`src/design/mem_pkg.sv`:
```
`default_nettype none

package mem_pkg;

    // --------------------
    // widths
    localparam int ADDR_W      = 32;         // byte address
    localparam int DWORD_BYTES = 4;          // bytes per bus word
    localparam int MAX_LEN     = 4;          // longest access in bytes
    localparam int BURST_W     = 4;          // avm_burstcount width

    typedef logic [ADDR_W-1:0]              addr_t;
    typedef logic [ADDR_W-1:2]              dword_addr_t;   // 30 bits
    typedef logic [8*DWORD_BYTES-1:0]       dword_t;
    typedef logic [DWORD_BYTES-1:0]         byte_en_t;
    typedef logic [$clog2(MAX_LEN+1)-1:0]   len_t;          // 1..4 legal

    // --------------------
    // encodings
    typedef enum logic {
        OP_READ,
        OP_WRITE
    } access_op_t;

    typedef enum logic [1:0] {
        CS_IDLE,
        CS_ISSUE,
        CS_WAIT_WR,
        CS_WAIT_RD
    } ctrl_state_t;

    typedef enum logic [1:0] {
        BS_IDLE,
        BS_WRITE,
        BS_READ_REQ,
        BS_READ_DATA
    } bus_state_t;

    // --------------------
    // grouped signals
    typedef struct packed {
        addr_t      addr;
        len_t       len;
    } rd_req_t;

    typedef struct packed {
        addr_t      addr;
        len_t       len;
        dword_t     data;           // bytes right-aligned
    } wr_req_t;

    typedef struct packed {
        access_op_t op;
        addr_t      addr;
        len_t       len;
        dword_t     wdata;
    } access_t;

    typedef struct packed {
        access_op_t                 op;
        dword_addr_t                dword_addr;
        logic                       two_beats;  // access crosses a dword
        byte_en_t                   be0;
        byte_en_t                   be1;
        logic [2*8*DWORD_BYTES-1:0] wdata;      // beat 1 in upper half
        logic [1:0]                 offset;     // byte inside first dword
        len_t                       len;
    } burst_cmd_t;

endpackage

`default_nettype wire
```
`src/design/mem_access_top.sv`:
```
`default_nettype none

module mem_access_top
    import mem_pkg::*;
(
    input  wire                  clk,
    input  wire                  rst_n,

    input  wire rd_req_t         rd_req,
    input  wire                  rd_req_valid,
    output logic                 rd_req_ready,
    input  wire wr_req_t         wr_req,
    input  wire                  wr_req_valid,
    output logic                 wr_req_ready,

    output dword_t               rd_data,
    output logic                 rd_resp_valid,
    input  wire                  rd_resp_ready,
    output logic                 wr_done,

    // avalon master
    output dword_addr_t          avm_address,
    output dword_t               avm_writedata,
    output byte_en_t             avm_byteenable,
    output logic [BURST_W-1:0]   avm_burstcount,
    output logic                 avm_read,
    output logic                 avm_write,
    input  wire                  avm_waitrequest,
    input  wire                  avm_readdatavalid,
    input  wire dword_t          avm_readdata
);

    // --------------------
    access_t    access;
    logic       acc_valid;
    logic       acc_ready;
    burst_cmd_t cmd;
    logic       cmd_valid;
    logic       cmd_ready;
    logic       cmd_accept;                      // read command taken
    logic       bus_done;
    logic       beat_valid;
    dword_t     beat_data;

    assign cmd_accept = cmd_valid & cmd_ready & (cmd.op == OP_READ);

    access_ctrl u_ctrl (
        .clk, .rst_n,
        .rd_req, .rd_req_valid, .rd_req_ready,
        .wr_req, .wr_req_valid, .wr_req_ready,
        .rd_resp_valid, .rd_resp_ready,
        .access, .acc_valid, .acc_ready,
        .bus_done, .wr_done
    );

    byte_lane_plan u_plan (
        .access, .acc_valid, .acc_ready,
        .cmd, .cmd_valid, .cmd_ready
    );

    avm_burst_master u_bus (
        .clk, .rst_n,
        .cmd, .cmd_valid, .cmd_ready,
        .avm_address, .avm_writedata, .avm_byteenable, .avm_burstcount,
        .avm_read, .avm_write,
        .avm_waitrequest, .avm_readdatavalid, .avm_readdata,
        .beat_valid, .beat_data, .bus_done
    );

    read_merge u_merge (
        .clk, .rst_n,
        .cmd, .cmd_accept,
        .beat_valid, .beat_data,
        .rd_data, .rd_resp_valid, .rd_resp_ready
    );

endmodule

`default_nettype wire

```
`src/design/read_merge.sv`:
```
`default_nettype none

module read_merge
    import mem_pkg::*;
(
    input  wire                  clk,
    input  wire                  rst_n,

    input  wire burst_cmd_t      cmd,
    input  wire                  cmd_accept,     // read commands only

    input  wire                  beat_valid,
    input  wire dword_t          beat_data,

    output dword_t               rd_data,
    output logic                 rd_resp_valid,
    input  wire                  rd_resp_ready
);

    logic [1:0]                  offset_q;
    len_t                        len_q;
    logic                        two_q;          // expects two beats
    logic                        idx;            // next beat slot
    logic [2*8*DWORD_BYTES-1:0]  beats_q;
    logic [2*8*DWORD_BYTES-1:0]  shifted;

    // --------------------
    // right-align and mask
    assign shifted = beats_q >> {offset_q, 3'b000};

    always_comb begin
        for (int i = 0; i < DWORD_BYTES; i++) begin
            rd_data[8*i +: 8] = (i < int'(len_q)) ? shifted[8*i +: 8] : 8'h00;
        end
    end

    // --------------------
    // response control
    always_ff @(posedge clk) begin
        if (!rst_n) begin
            rd_resp_valid <= 1'b0;
            idx           <= 1'b0;
        end else begin
            if (cmd_accept) idx <= 1'b0;
            else if (beat_valid) idx <= 1'b1;
            if (beat_valid && (idx == two_q)) rd_resp_valid <= 1'b1; // last beat in
            else if (rd_resp_valid && rd_resp_ready) rd_resp_valid <= 1'b0;
        end
    end

    // beat storage and access shape
    always_ff @(posedge clk) begin
        if (cmd_accept) begin
            offset_q <= cmd.offset;
            len_q    <= cmd.len;
            two_q    <= cmd.two_beats;
        end
        if (beat_valid) begin
            if (idx) beats_q[63:32] <= beat_data;
            else beats_q[31:0] <= beat_data;
        end
    end

endmodule

`default_nettype wire

```
`src/design/avm_burst_master.sv`:
```
`default_nettype none

module avm_burst_master
    import mem_pkg::*;
(
    input  wire                  clk,
    input  wire                  rst_n,

    input  wire burst_cmd_t      cmd,
    input  wire                  cmd_valid,
    output logic                 cmd_ready,

    output dword_addr_t          avm_address,
    output dword_t               avm_writedata,
    output byte_en_t             avm_byteenable,
    output logic [BURST_W-1:0]   avm_burstcount,
    output logic                 avm_read,
    output logic                 avm_write,
    input  wire                  avm_waitrequest,
    input  wire                  avm_readdatavalid,
    input  wire dword_t          avm_readdata,

    output logic                 beat_valid,
    output dword_t               beat_data,
    output logic                 bus_done
);

    bus_state_t state;
    burst_cmd_t cmd_q;                           // held for the whole burst
    logic       beat;                            // current beat index
    logic       last_beat;

    assign last_beat = (beat == cmd_q.two_beats);
    assign cmd_ready = (state == BS_IDLE);

    // --------------------
    // bus drive
    assign avm_read       = (state == BS_READ_REQ);
    assign avm_write      = (state == BS_WRITE);
    assign avm_address    = cmd_q.dword_addr;    // first beat address
    assign avm_burstcount = cmd_q.two_beats ? BURST_W'(2) : BURST_W'(1);
    assign avm_writedata  = beat ? cmd_q.wdata[63:32] : cmd_q.wdata[31:0];

    always_comb begin
        if (cmd_q.op == OP_READ) avm_byteenable = cmd_q.be0 | cmd_q.be1; // one mask
        else if (beat) avm_byteenable = cmd_q.be1;
        else avm_byteenable = cmd_q.be0;
    end

    assign beat_valid = (state == BS_READ_DATA) && avm_readdatavalid;
    assign beat_data  = avm_readdata;

    // --------------------
    // fsm and beat count
    always_ff @(posedge clk) begin
        if (!rst_n) begin
            state    <= BS_IDLE;
            beat     <= 1'b0;
            bus_done <= 1'b0;
        end else begin
            bus_done <= 1'b0;                    // pulse
            unique case (state)
                BS_IDLE: begin
                    beat <= 1'b0;
                    if (cmd_valid) begin
                        if (cmd.op == OP_WRITE) state <= BS_WRITE;
                        else state <= BS_READ_REQ;
                    end
                end
                BS_WRITE: begin
                    if (!avm_waitrequest) begin  // beat accepted
                        if (last_beat) begin
                            state    <= BS_IDLE;
                            bus_done <= 1'b1;
                        end else begin
                            beat <= 1'b1;
                        end
                    end
                end
                BS_READ_REQ: begin
                    if (!avm_waitrequest) state <= BS_READ_DATA; // command taken
                end
                BS_READ_DATA: begin
                    if (avm_readdatavalid) begin
                        if (last_beat) begin
                            state    <= BS_IDLE;
                            bus_done <= 1'b1;
                        end else begin
                            beat <= 1'b1;
                        end
                    end
                end
                default: state <= BS_IDLE;
            endcase
        end
    end

    always_ff @(posedge clk) begin
        if (cmd_valid && cmd_ready) cmd_q <= cmd;
    end

endmodule

`default_nettype wire

```
`src/design/byte_lane_plan.sv`:
```
`default_nettype none

module byte_lane_plan
    import mem_pkg::*;
(
    input  wire access_t     access,
    input  wire              acc_valid,
    output logic             acc_ready,

    output burst_cmd_t       cmd,
    output logic             cmd_valid,
    input  wire              cmd_ready
);

    logic [1:0]                 offset;        // low address bits
    logic [3:0]                 span;          // offset + len, up to 7
    logic [2*DWORD_BYTES-1:0]   len_mask;      // len ones from bit 0
    logic [2*DWORD_BYTES-1:0]   lane_mask;     // enables over both beats

    assign cmd_valid = acc_valid;              // handshake passes through
    assign acc_ready = cmd_ready;

    assign offset    = access.addr[1:0];
    assign span      = {2'b00, offset} + {1'b0, access.len};
    assign len_mask  = ~({(2*DWORD_BYTES){1'b1}} << access.len);
    assign lane_mask = len_mask << offset;

    // --------------------
    // burst command
    always_comb begin
        cmd.op         = access.op;
        cmd.dword_addr = access.addr[ADDR_W-1:2];
        cmd.two_beats  = (span > 4'(DWORD_BYTES)); // spills into next dword
        cmd.be0        = lane_mask[DWORD_BYTES-1:0];
        cmd.be1        = lane_mask[2*DWORD_BYTES-1:DWORD_BYTES]; // overflow bytes
        cmd.wdata      = {{(8*DWORD_BYTES){1'b0}}, access.wdata} << {offset, 3'b000};
        cmd.offset     = offset;
        cmd.len        = access.len;
    end

endmodule

`default_nettype wire

```
`src/design/access_ctrl.sv`:
```
`default_nettype none

module access_ctrl
    import mem_pkg::*;
(
    input  wire              clk,
    input  wire              rst_n,

    input  wire rd_req_t     rd_req,
    input  wire              rd_req_valid,
    output logic             rd_req_ready,

    input  wire wr_req_t     wr_req,
    input  wire              wr_req_valid,
    output logic             wr_req_ready,

    input  wire              rd_resp_valid,      // seen at top level
    input  wire              rd_resp_ready,

    output access_t          access,
    output logic             acc_valid,
    input  wire              acc_ready,

    input  wire              bus_done,
    output logic             wr_done
);

    ctrl_state_t state;
    ctrl_state_t state_nxt;
    logic        last_wr;                        // write served last time
    logic        wr_take;
    logic        rd_take;

    // --------------------
    // arbitration in idle only
    assign wr_req_ready = (state == CS_IDLE) && (!rd_req_valid || !last_wr);
    assign rd_req_ready = (state == CS_IDLE) && (!wr_req_valid || last_wr);
    assign wr_take      = wr_req_valid && wr_req_ready;
    assign rd_take      = rd_req_valid && rd_req_ready; // never with wr_take

    assign acc_valid    = (state == CS_ISSUE);
    assign wr_done      = (state == CS_WAIT_WR) && bus_done; // one cycle

    // --------------------
    // fsm
    always_comb begin
        state_nxt = state;
        unique case (state)
            CS_IDLE: begin
                if (wr_take || rd_take) state_nxt = CS_ISSUE;
            end
            CS_ISSUE: begin
                if (acc_ready) begin                 // burst master took it
                    if (access.op == OP_WRITE) state_nxt = CS_WAIT_WR;
                    else state_nxt = CS_WAIT_RD;
                end
            end
            CS_WAIT_WR: begin
                if (bus_done) state_nxt = CS_IDLE;   // last beat accepted
            end
            CS_WAIT_RD: begin
                if (rd_resp_valid && rd_resp_ready) state_nxt = CS_IDLE;
            end
            default: state_nxt = CS_IDLE;
        endcase
    end

    always_ff @(posedge clk) begin
        if (!rst_n) begin
            state   <= CS_IDLE;
            last_wr <= 1'b0;                         // write wins first tie
        end else begin
            state <= state_nxt;
            if (wr_take) last_wr <= 1'b1;
            else if (rd_take) last_wr <= 1'b0;
        end
    end

    // --------------------
    // winning request
    always_ff @(posedge clk) begin
        if (wr_take) begin
            access.op    <= OP_WRITE;
            access.addr  <= wr_req.addr;
            access.len   <= wr_req.len;
            access.wdata <= wr_req.data;
        end else if (rd_take) begin
            access.op    <= OP_READ;
            access.addr  <= rd_req.addr;
            access.len   <= rd_req.len;
            access.wdata <= '0;                      // no payload on reads
        end
    end

endmodule

`default_nettype wire

```
`config.mk`:
```
export PLATFORM = sky130hd
export DESIGN_NAME = mem_access_top
export DESIGN_NICKNAME = d
export VERILOG_FILES = /design/src/design/mem_pkg.sv /design/src/design/mem_access_top.sv /design/src/design/read_merge.sv /design/src/design/avm_burst_master.sv /design/src/design/byte_lane_plan.sv /design/src/design/access_ctrl.sv
export SDC_FILE = /design/constraint.sdc
export NUM_CORES = 1
export LEC_CHECK = 0
export ABC_CLOCK_PERIOD_IN_PS = 7700
export BUFFER_PORTS_ARGS = -buffer_cell sky130_fd_sc_hd__clkbuf_2
export CORE_UTILIZATION = 54
export DETAILED_ROUTE_END_ITERATION = 12
export GPL_TIMING_DRIVEN = 0
export PLACE_DENSITY = 0.91
export SETUP_SLACK_MARGIN = 0.2
export SLEW_MARGIN = 15
export SYNTH_ARGS = -nofsm -noshare
export SYNTH_HDL_FRONTEND = slang
export SYNTH_SLANG_ARGS = --single-unit
```
`constraint.sdc`:
```
create_clock -name clk -period 7.7 [get_ports clk]
set_input_delay 0.77 -clock clk [delete_from_list [all_inputs] [get_ports clk]]
set_output_delay 0.77 -clock clk [all_outputs]
set_load 0.01 [all_outputs]
```
==> results.sh, run 1 <==
export IMPL_status="completed"
export IMPL_ys_ff_latch=235
export IMPL_r2r_start="u_ctrl.state[1]$_SDFFE_PN0P_"
export IMPL_max_slew_worst_pin_slew_ns=0.811
export IMPL_cts_root_buf="clkbuf_16"
export IMPL_rows=50
export IMPL_worst_ep_required_time_ns=6.93
export IMPL_clock_tree_buffer_depth=3
export IMPL_netlist_instances=664
export IMPL_place_congestion=0.855
export IMPL_clock_sinks=235
export IMPL_worst_r2r_path_depth=4
export IMPL_fp_dieH_um=142
export IMPL_post_dp_cell_area_sq_um=12300
export IMPL_clk_insertion_delay_late_ns=0.51
export IMPL_final_layout_size_suffix_gt1_frac=0.458
export IMPL_holdPathStages=0
export IMPL_p_per_area_nw_per_um2=329
export IMPL_start_util=0.557
export IMPL_syn_area_sq_um=10600
export IMPL_crit_chain="buf_1 -> mux4_2 -> nor2b_1 -> clkbuf_2"
export IMPL_die_area_sq_um=20100
export IMPL_wl_mm=24.1
export IMPL_drt_vias_per_instance=5.49
export IMPL_cts_max_level=1
export IMPL_hold_violations=0
export IMPL_cp_end_kind="output pin"
export IMPL_synth_flop_cell="edfxtp_1"
export IMPL_drc=0
export IMPL_synth_edf_count=225
export IMPL_postCtsSetupRepairBufs=0
export IMPL_cts_resized=0
export IMPL_antenna_found_initial=0
export IMPL_grt_pass1_wl_mm=35.9
export IMPL_rsz0062_at_grt="false"
export IMPL_hp_class="register to register"
export IMPL_max_slew_margin=0.457
export IMPL_critPathArrivalTime_ns=2.22
export IMPL_fin_crit_ns=2.99
export IMPL_grt_total_usage=0.240
export IMPL_peakVddDrop_mv=0.191
export IMPL_wl_per_cell_um=19.6
export IMPL_initialDrtViolationCount=530
export IMPL_yosysSeqAreaShare=0.659
export IMPL_utilization=0.695
export IMPL_path_class="register to output pin"
export IMPL_dp_cells=1185
export IMPL_p_leak_nw=5.44
export IMPL_fin_skew_ns=0.0155
export IMPL_ant_nets=0
export IMPL_holdPathEnd="u_bus.avm_address[26]$_DFFE_PN_"
export IMPL_final_period_utilization=0.388
export IMPL_numPortBuffers=245
export IMPL_cts_hold_buf=0
export IMPL_drv_slew=0
export IMPL_worstPathMaxFanout=10
export IMPL_vias=6737
export IMPL_cpMaxStageDelayCell="buf_1"
export IMPL_r2r_end="u_ctrl.access[16]$_SDFFCE_PP0P_"
export IMPL_instances_no_fill=1228
export IMPL_slowest_delay_ns=0.57
export IMPL_final_setup_tns_ns=0
export IMPL_layout_nets=1095
export IMPL_cts_tree="done"
export IMPL_synth_area_top_cells="edfxtp_1 64%, mux4_2 6.8%, mux2_4 4.0%"
export IMPL_num_antenna_cells=0
export IMPL_synth_cell_type_count=45
export IMPL_post_place_ws_ns=4.88
export IMPL_drt_pass1_iter_count=7
export IMPL_final_setup_viol_count=0
export IMPL_reg2reg_slack_ns=5.54
export IMPL_min_from="u_ctrl.access[63]$_DFFE_PP_"
export IMPL_final_common_cell="clkbuf_2"
export IMPL_final_area_sq_um=13200
export IMPL_grt_max_degree=27
export IMPL_core_sq_um=19000
export IMPL_fmax_mhz=334
export IMPL_grt_pass1_vias=6716
export IMPL_syn2layout_area_growth_pct=24.8
export IMPL_start_kind="register"
export IMPL_dp_hpwl_mm=17.5
export IMPL_syn_avg_cell_area_sq_um=15.9
export IMPL_maxCapViolations=0
export IMPL_die_width_um=142
export IMPL_ios=249
export IMPL_layout_common_cells="245 x clkbuf_2, 225 x edfxtp_1, 41 x buf_4"
export IMPL_path_clk_slew_ns=0.06
export IMPL_cts_inserted_buffers=24
export IMPL_ys_async_sr_fraction=0
export IMPL_fin_ws_ns=4.71
export IMPL_grt_overflow_total=0
export IMPL_ys_warn_count=0
export IMPL_synth_top_area_share=0.640
export IMPL_yosys_area_top_type="edfxtp_1"
area by class of cell:
cell class | instances | area [sq um]
flip-flops and latches | 235 | 6960
fillers | 1264 | 5780
multi-input cells | 350 | 3170
repair buffers | 260 | 1390
clock buffers | 25 | 604
plain buffers | 72 | 440
well taps | 260 | 325
clock inverters | 18 | 265
inverters | 8 | 30.0
synthesized netlist by cell type, types with 2 or more instances:
master / instances
a31oi_1: 2
buf_4: 37
nor2_1: 36
o21ai_0: 19
mux2_2: 31
mux4_2: 32
and2_1: 18
buf_6: 3
a211oi_1: 2
o211a_1: 2
nor2b_1: 36
edfxtp_1: 225
nand2_1: 20
o211ai_1: 2
mux2i_1: 36
inv_1: 7
dfxtp_1: 10
nand2b_1: 2
ha_1: 2
mux2_4: 28
and3_1: 41
buf_2: 7
buf_1: 6
a21oi_1: 13
nor3_1: 6
nand3_1: 4
clkbuf_1: 19
where the power goes:
part	internal [mW]	switching (mW)	leakage [nW]
Sequential	1.79	0.118	2.21
Clock	0.776	0.477	0.414
Combinational	0.524	0.656	2.82
cells by family (layout without fill, tap and decap cells):
family,after synthesis,count (layout),share of synthesized area
adders and majority gates,3,3,0.00426
xor gates and xnor gates,2,2,0.00166
DFF,235,235,0.659
buffers and inverters,80,383,0.0445
and+or+nand+nor,168,168,0.0867
muxes,127,127,0.175
AOI/OAI and AO/OA,48,48,0.0286
other,1,2,0.000355
through the flow:
stage / hold WS, ns / total power, mW
2_1_floorplan: 0.400 / 2.66
3_3_place_gp: 0.401 / 3.05
3_5_place_dp: 0.405 / 3.11
4_1_cts: 0.416 / 4.36
5_1_grt: 0.418 / 4.51
6_report: 0.413 / 4.34
sequential cells by signal, summed over array words and instances (netlist names):
name,cells
u_ctrl.state,2
u_merge.offset_q,2
u_bus.state,2
u_bus.avm_address,30
u_merge.beats_q,56
u_ctrl.last_wr,1
u_merge.len_q,3
u_bus.beat,1
u_merge.rd_resp_valid,1
u_ctrl.access,68
u_merge.two_q,1
u_merge.idx,1
u_bus.bus_done,1
u_bus.cmd_q,66
how the worst max path moves through the flow:
stage | start | endpoint | slack (ns) | cells past startpoint
2_1_floorplan | u_ctrl.state[0]$_SDFFE_PN0P_ | u_merge.len_q[0]$_DFFE_PP_ | 0.81 | 3
3_3_place_gp | u_ctrl.state[0]$_SDFFE_PN0P_ | u_merge.len_q[1]$_DFFE_PP_ | -1.27 | 3
3_5_place_dp | wr_req_valid | u_ctrl.access[27]$_SDFFCE_PP0P_ | 4.88 | 5
4_1_cts | u_merge.len_q[2]$_DFFE_PP_ | rd_data[17] | 4.68 | 4
5_1_grt | u_merge.len_q[2]$_DFFE_PP_ | rd_data[17] | 4.58 | 4
6_report | u_merge.offset_q[1]$_DFFE_PP_ | rd_data[7] | 4.71 | 4
critical path, delay by kind of cell, from the launching register on:
| family | cells | cell delay (ns) |
|---|---|---|
| AND/OR/NAND/NOR | 1 | 0.14 |
| multiplexers | 1 | 0.41 |
| buffers and inverters | 2 | 0.74 |
| flip-flops | 1 | 0.42 |
layer usage:
metal	global-route usage	wire length [um]	up-vias
li1	-	-	3064
met3	0.0479	2030	80
met5	0	0	-
met1	0.279	8640	3225
met2	0.423	12300	368
met4	0.119	1120	0
(Power assumes the default switching activity.)
==> run 2, diff against run 1 <==
--- a/config.mk
+++ b/config.mk
@@ -5,7 +5,7 @@
 export SDC_FILE = /design/constraint.sdc
 export NUM_CORES = 1
 export LEC_CHECK = 0
-export ABC_CLOCK_PERIOD_IN_PS = 7700
+export ABC_CLOCK_PERIOD_IN_PS = 3100
 export BUFFER_PORTS_ARGS = -buffer_cell sky130_fd_sc_hd__clkbuf_2
 export CORE_UTILIZATION = 54
 export DETAILED_ROUTE_END_ITERATION = 12
==> constraint.sdc (replaced) <==
create_clock -name clk -period 3.1 [get_ports clk]
set_input_delay 0.31 -clock clk [delete_from_list [all_inputs] [get_ports clk]]
set_output_delay 0.31 -clock clk [all_outputs]
set_load 0.01 [all_outputs]
==> results.sh, run 2 (synthesis results as in run 1) <==
export IMPL_start_kind="register"
export IMPL_max_slew_margin=0.427
export IMPL_drv_slew=0
export IMPL_die_area_sq_um=20100
export IMPL_path_clk_slew_ns=0.06
export IMPL_grt_overflow_total=0
export IMPL_rows=50
export IMPL_utilization=0.711
export IMPL_final_period_utilization=0.848
export IMPL_cts_resized=0
export IMPL_grt_total_usage=0.251
export IMPL_final_common_cell="clkbuf_2"
export IMPL_layout_nets=1124
export IMPL_place_congestion=0.852
export IMPL_maxCapViolations=0
export IMPL_largest_reg_flops=68
export IMPL_top_register="u_ctrl.access"
export IMPL_vias=6944
export IMPL_drt_pass1_iter_count=5
export IMPL_cp_end_kind="output pin"
export IMPL_postCtsSetupRepairBufs=0
export IMPL_cts_root_buf="clkbuf_16"
export IMPL_cts_max_level=1
export IMPL_syn2layout_area_growth_pct=27.7
export IMPL_path_class="register to output pin"
export IMPL_grt_pass1_vias=7119
export IMPL_dp_hpwl_mm=17.9
export IMPL_max_slew_worst_pin_slew_ns=0.860
export IMPL_core_sq_um=19000
export IMPL_hold_violations=0
export IMPL_fmax_mhz=380
export IMPL_rsz0062_at_grt="false"
export IMPL_ant_nets=0
export IMPL_wl_mm=25.4
export IMPL_final_setup_viol_count=0
export IMPL_cts_inserted_buffers=25
export IMPL_fillCellCount=1227
export IMPL_p_leak_nw=5.56
export IMPL_fin_skew_ns=0.0199
export IMPL_final_setup_tns_ns=0
export IMPL_reg2reg_slack_ns=0.78
export IMPL_layout_common_cells="245 x clkbuf_2, 225 x edfxtp_1, 40 x and3_1"
export IMPL_instances_no_fill=1260
export IMPL_cts_tree="done"
export IMPL_die_width_um=142
export IMPL_ios=249
export IMPL_clock_sinks=235
export IMPL_worst_ep_required_time_ns=2.79
export IMPL_grt_pass1_wl_mm=37.6
export IMPL_numPortBuffers=245
export IMPL_dp_cells=1183
export IMPL_initialDrtViolationCount=466
export IMPL_cts_hold_buf=29
export IMPL_reg_top3="u_ctrl.access x68, u_bus.cmd_q x66, u_merge.beats_q x56"
export IMPL_antenna_found_initial=1
export IMPL_worstPathMaxFanout=10
export IMPL_clock_tree_buffer_depth=3
export IMPL_status="completed"
export IMPL_fp_dieH_um=142
export IMPL_hp_class="input pin to register"
export IMPL_critPathArrivalTime_ns=2.32
export IMPL_fin_crit_ns=2.63
export IMPL_final_layout_size_suffix_gt1_frac=0.445
export IMPL_clk_insertion_delay_late_ns=0.52
export IMPL_p_per_area_nw_per_um2=798
export IMPL_peakVddDrop_mv=0.460
export IMPL_start_util=0.557
export IMPL_drt_vias_per_instance=5.51
export IMPL_wl_per_cell_um=20.1
export IMPL_drc=0
export IMPL_grt_max_degree=25
==> run 2: changes by cell type in the layout (fill, tap and decap cells not counted), moves of 2 or more <==
| cell | delta |
|---|---|
| buf_8 | +4 |
| diode_2 | +2 |
| bufinv_16 | -2 |
| buf_4 | -3 |
| clkinv_2 | +2 |
| dlygate4sd3_1 | +30 |
| clkinv_8 | -2 |
| clkbuf_1 | +2 |
==> run 2: per-layer routing <==
metal	vias up	global-route usage	wire (um)
li1	3125	-	-
met5	-	0	0
met4	0	0.0945	796
met3	67	0.0493	2250
met1	3347	0.304	9240
met2	405	0.447	13100
==> run 2: critical path: stages (launching register included) <==
cell and delay (ns):
edfxtp_1 0.44, buf_1 0.62, mux4_2 0.44, nor2b_1 0.15, clkbuf_2 0.17
==> run 2: layout make-up <==
cell class / count / area (sq um) / area share
antenna: 2 / 5.00 / 0.000371
buffer: 72 / 460 / 0.0341
clock buffer: 29 / 641 / 0.0475
clock inverter: 16 / 184 / 0.0136
inverter: 8 / 30.0 / 0.00223
multi-input combinational: 350 / 3170 / 0.235
sequential: 235 / 6960 / 0.516
tap: 260 / 325 / 0.0241
timing repair buffer: 288 / 1710 / 0.127
==> run 2: power by group <==
group / total (mW) / internal [mW] / switching (mW)
Combinational: 3.01 / 1.36 / 1.65
Sequential: 4.75 / 4.45 / 0.307
Clock: 3.00 / 1.81 / 1.19
==> run 2: path summary, 6_finish.rpt <==
check	depth (start not counted)	to	from
worst max-delay path	4	rd_data[12]	u_merge.offset_q[1]$_DFFE_PP_
worst min-delay path	1	u_merge.beats_q[47]$_DFFE_PP_	avm_readdata[15]
worst max register to register	6	u_bus.cmd_q[41]$_DFFE_PN_	u_ctrl.state[1]$_SDFFE_PN0P_
worst min register to register	0	u_bus.avm_address[9]$_DFFE_PN_	u_ctrl.access[46]$_DFFE_PP_
==> run 2: through the flow <==
step                      hold slack, ns  setup slack, ns  power [mW]  instance area, sq um
after detailed placement           0.405            0.760        7.77                 12400
final                             0.0242            0.470        10.8                 13500
after global placement             0.401            -2.58        7.55                 12200
after CTS                        0.00173            0.507        10.8                 13500
after global routing             0.00305            0.434        11.2                 13500
after floorplan                    0.400            -1.40        6.60                 10600
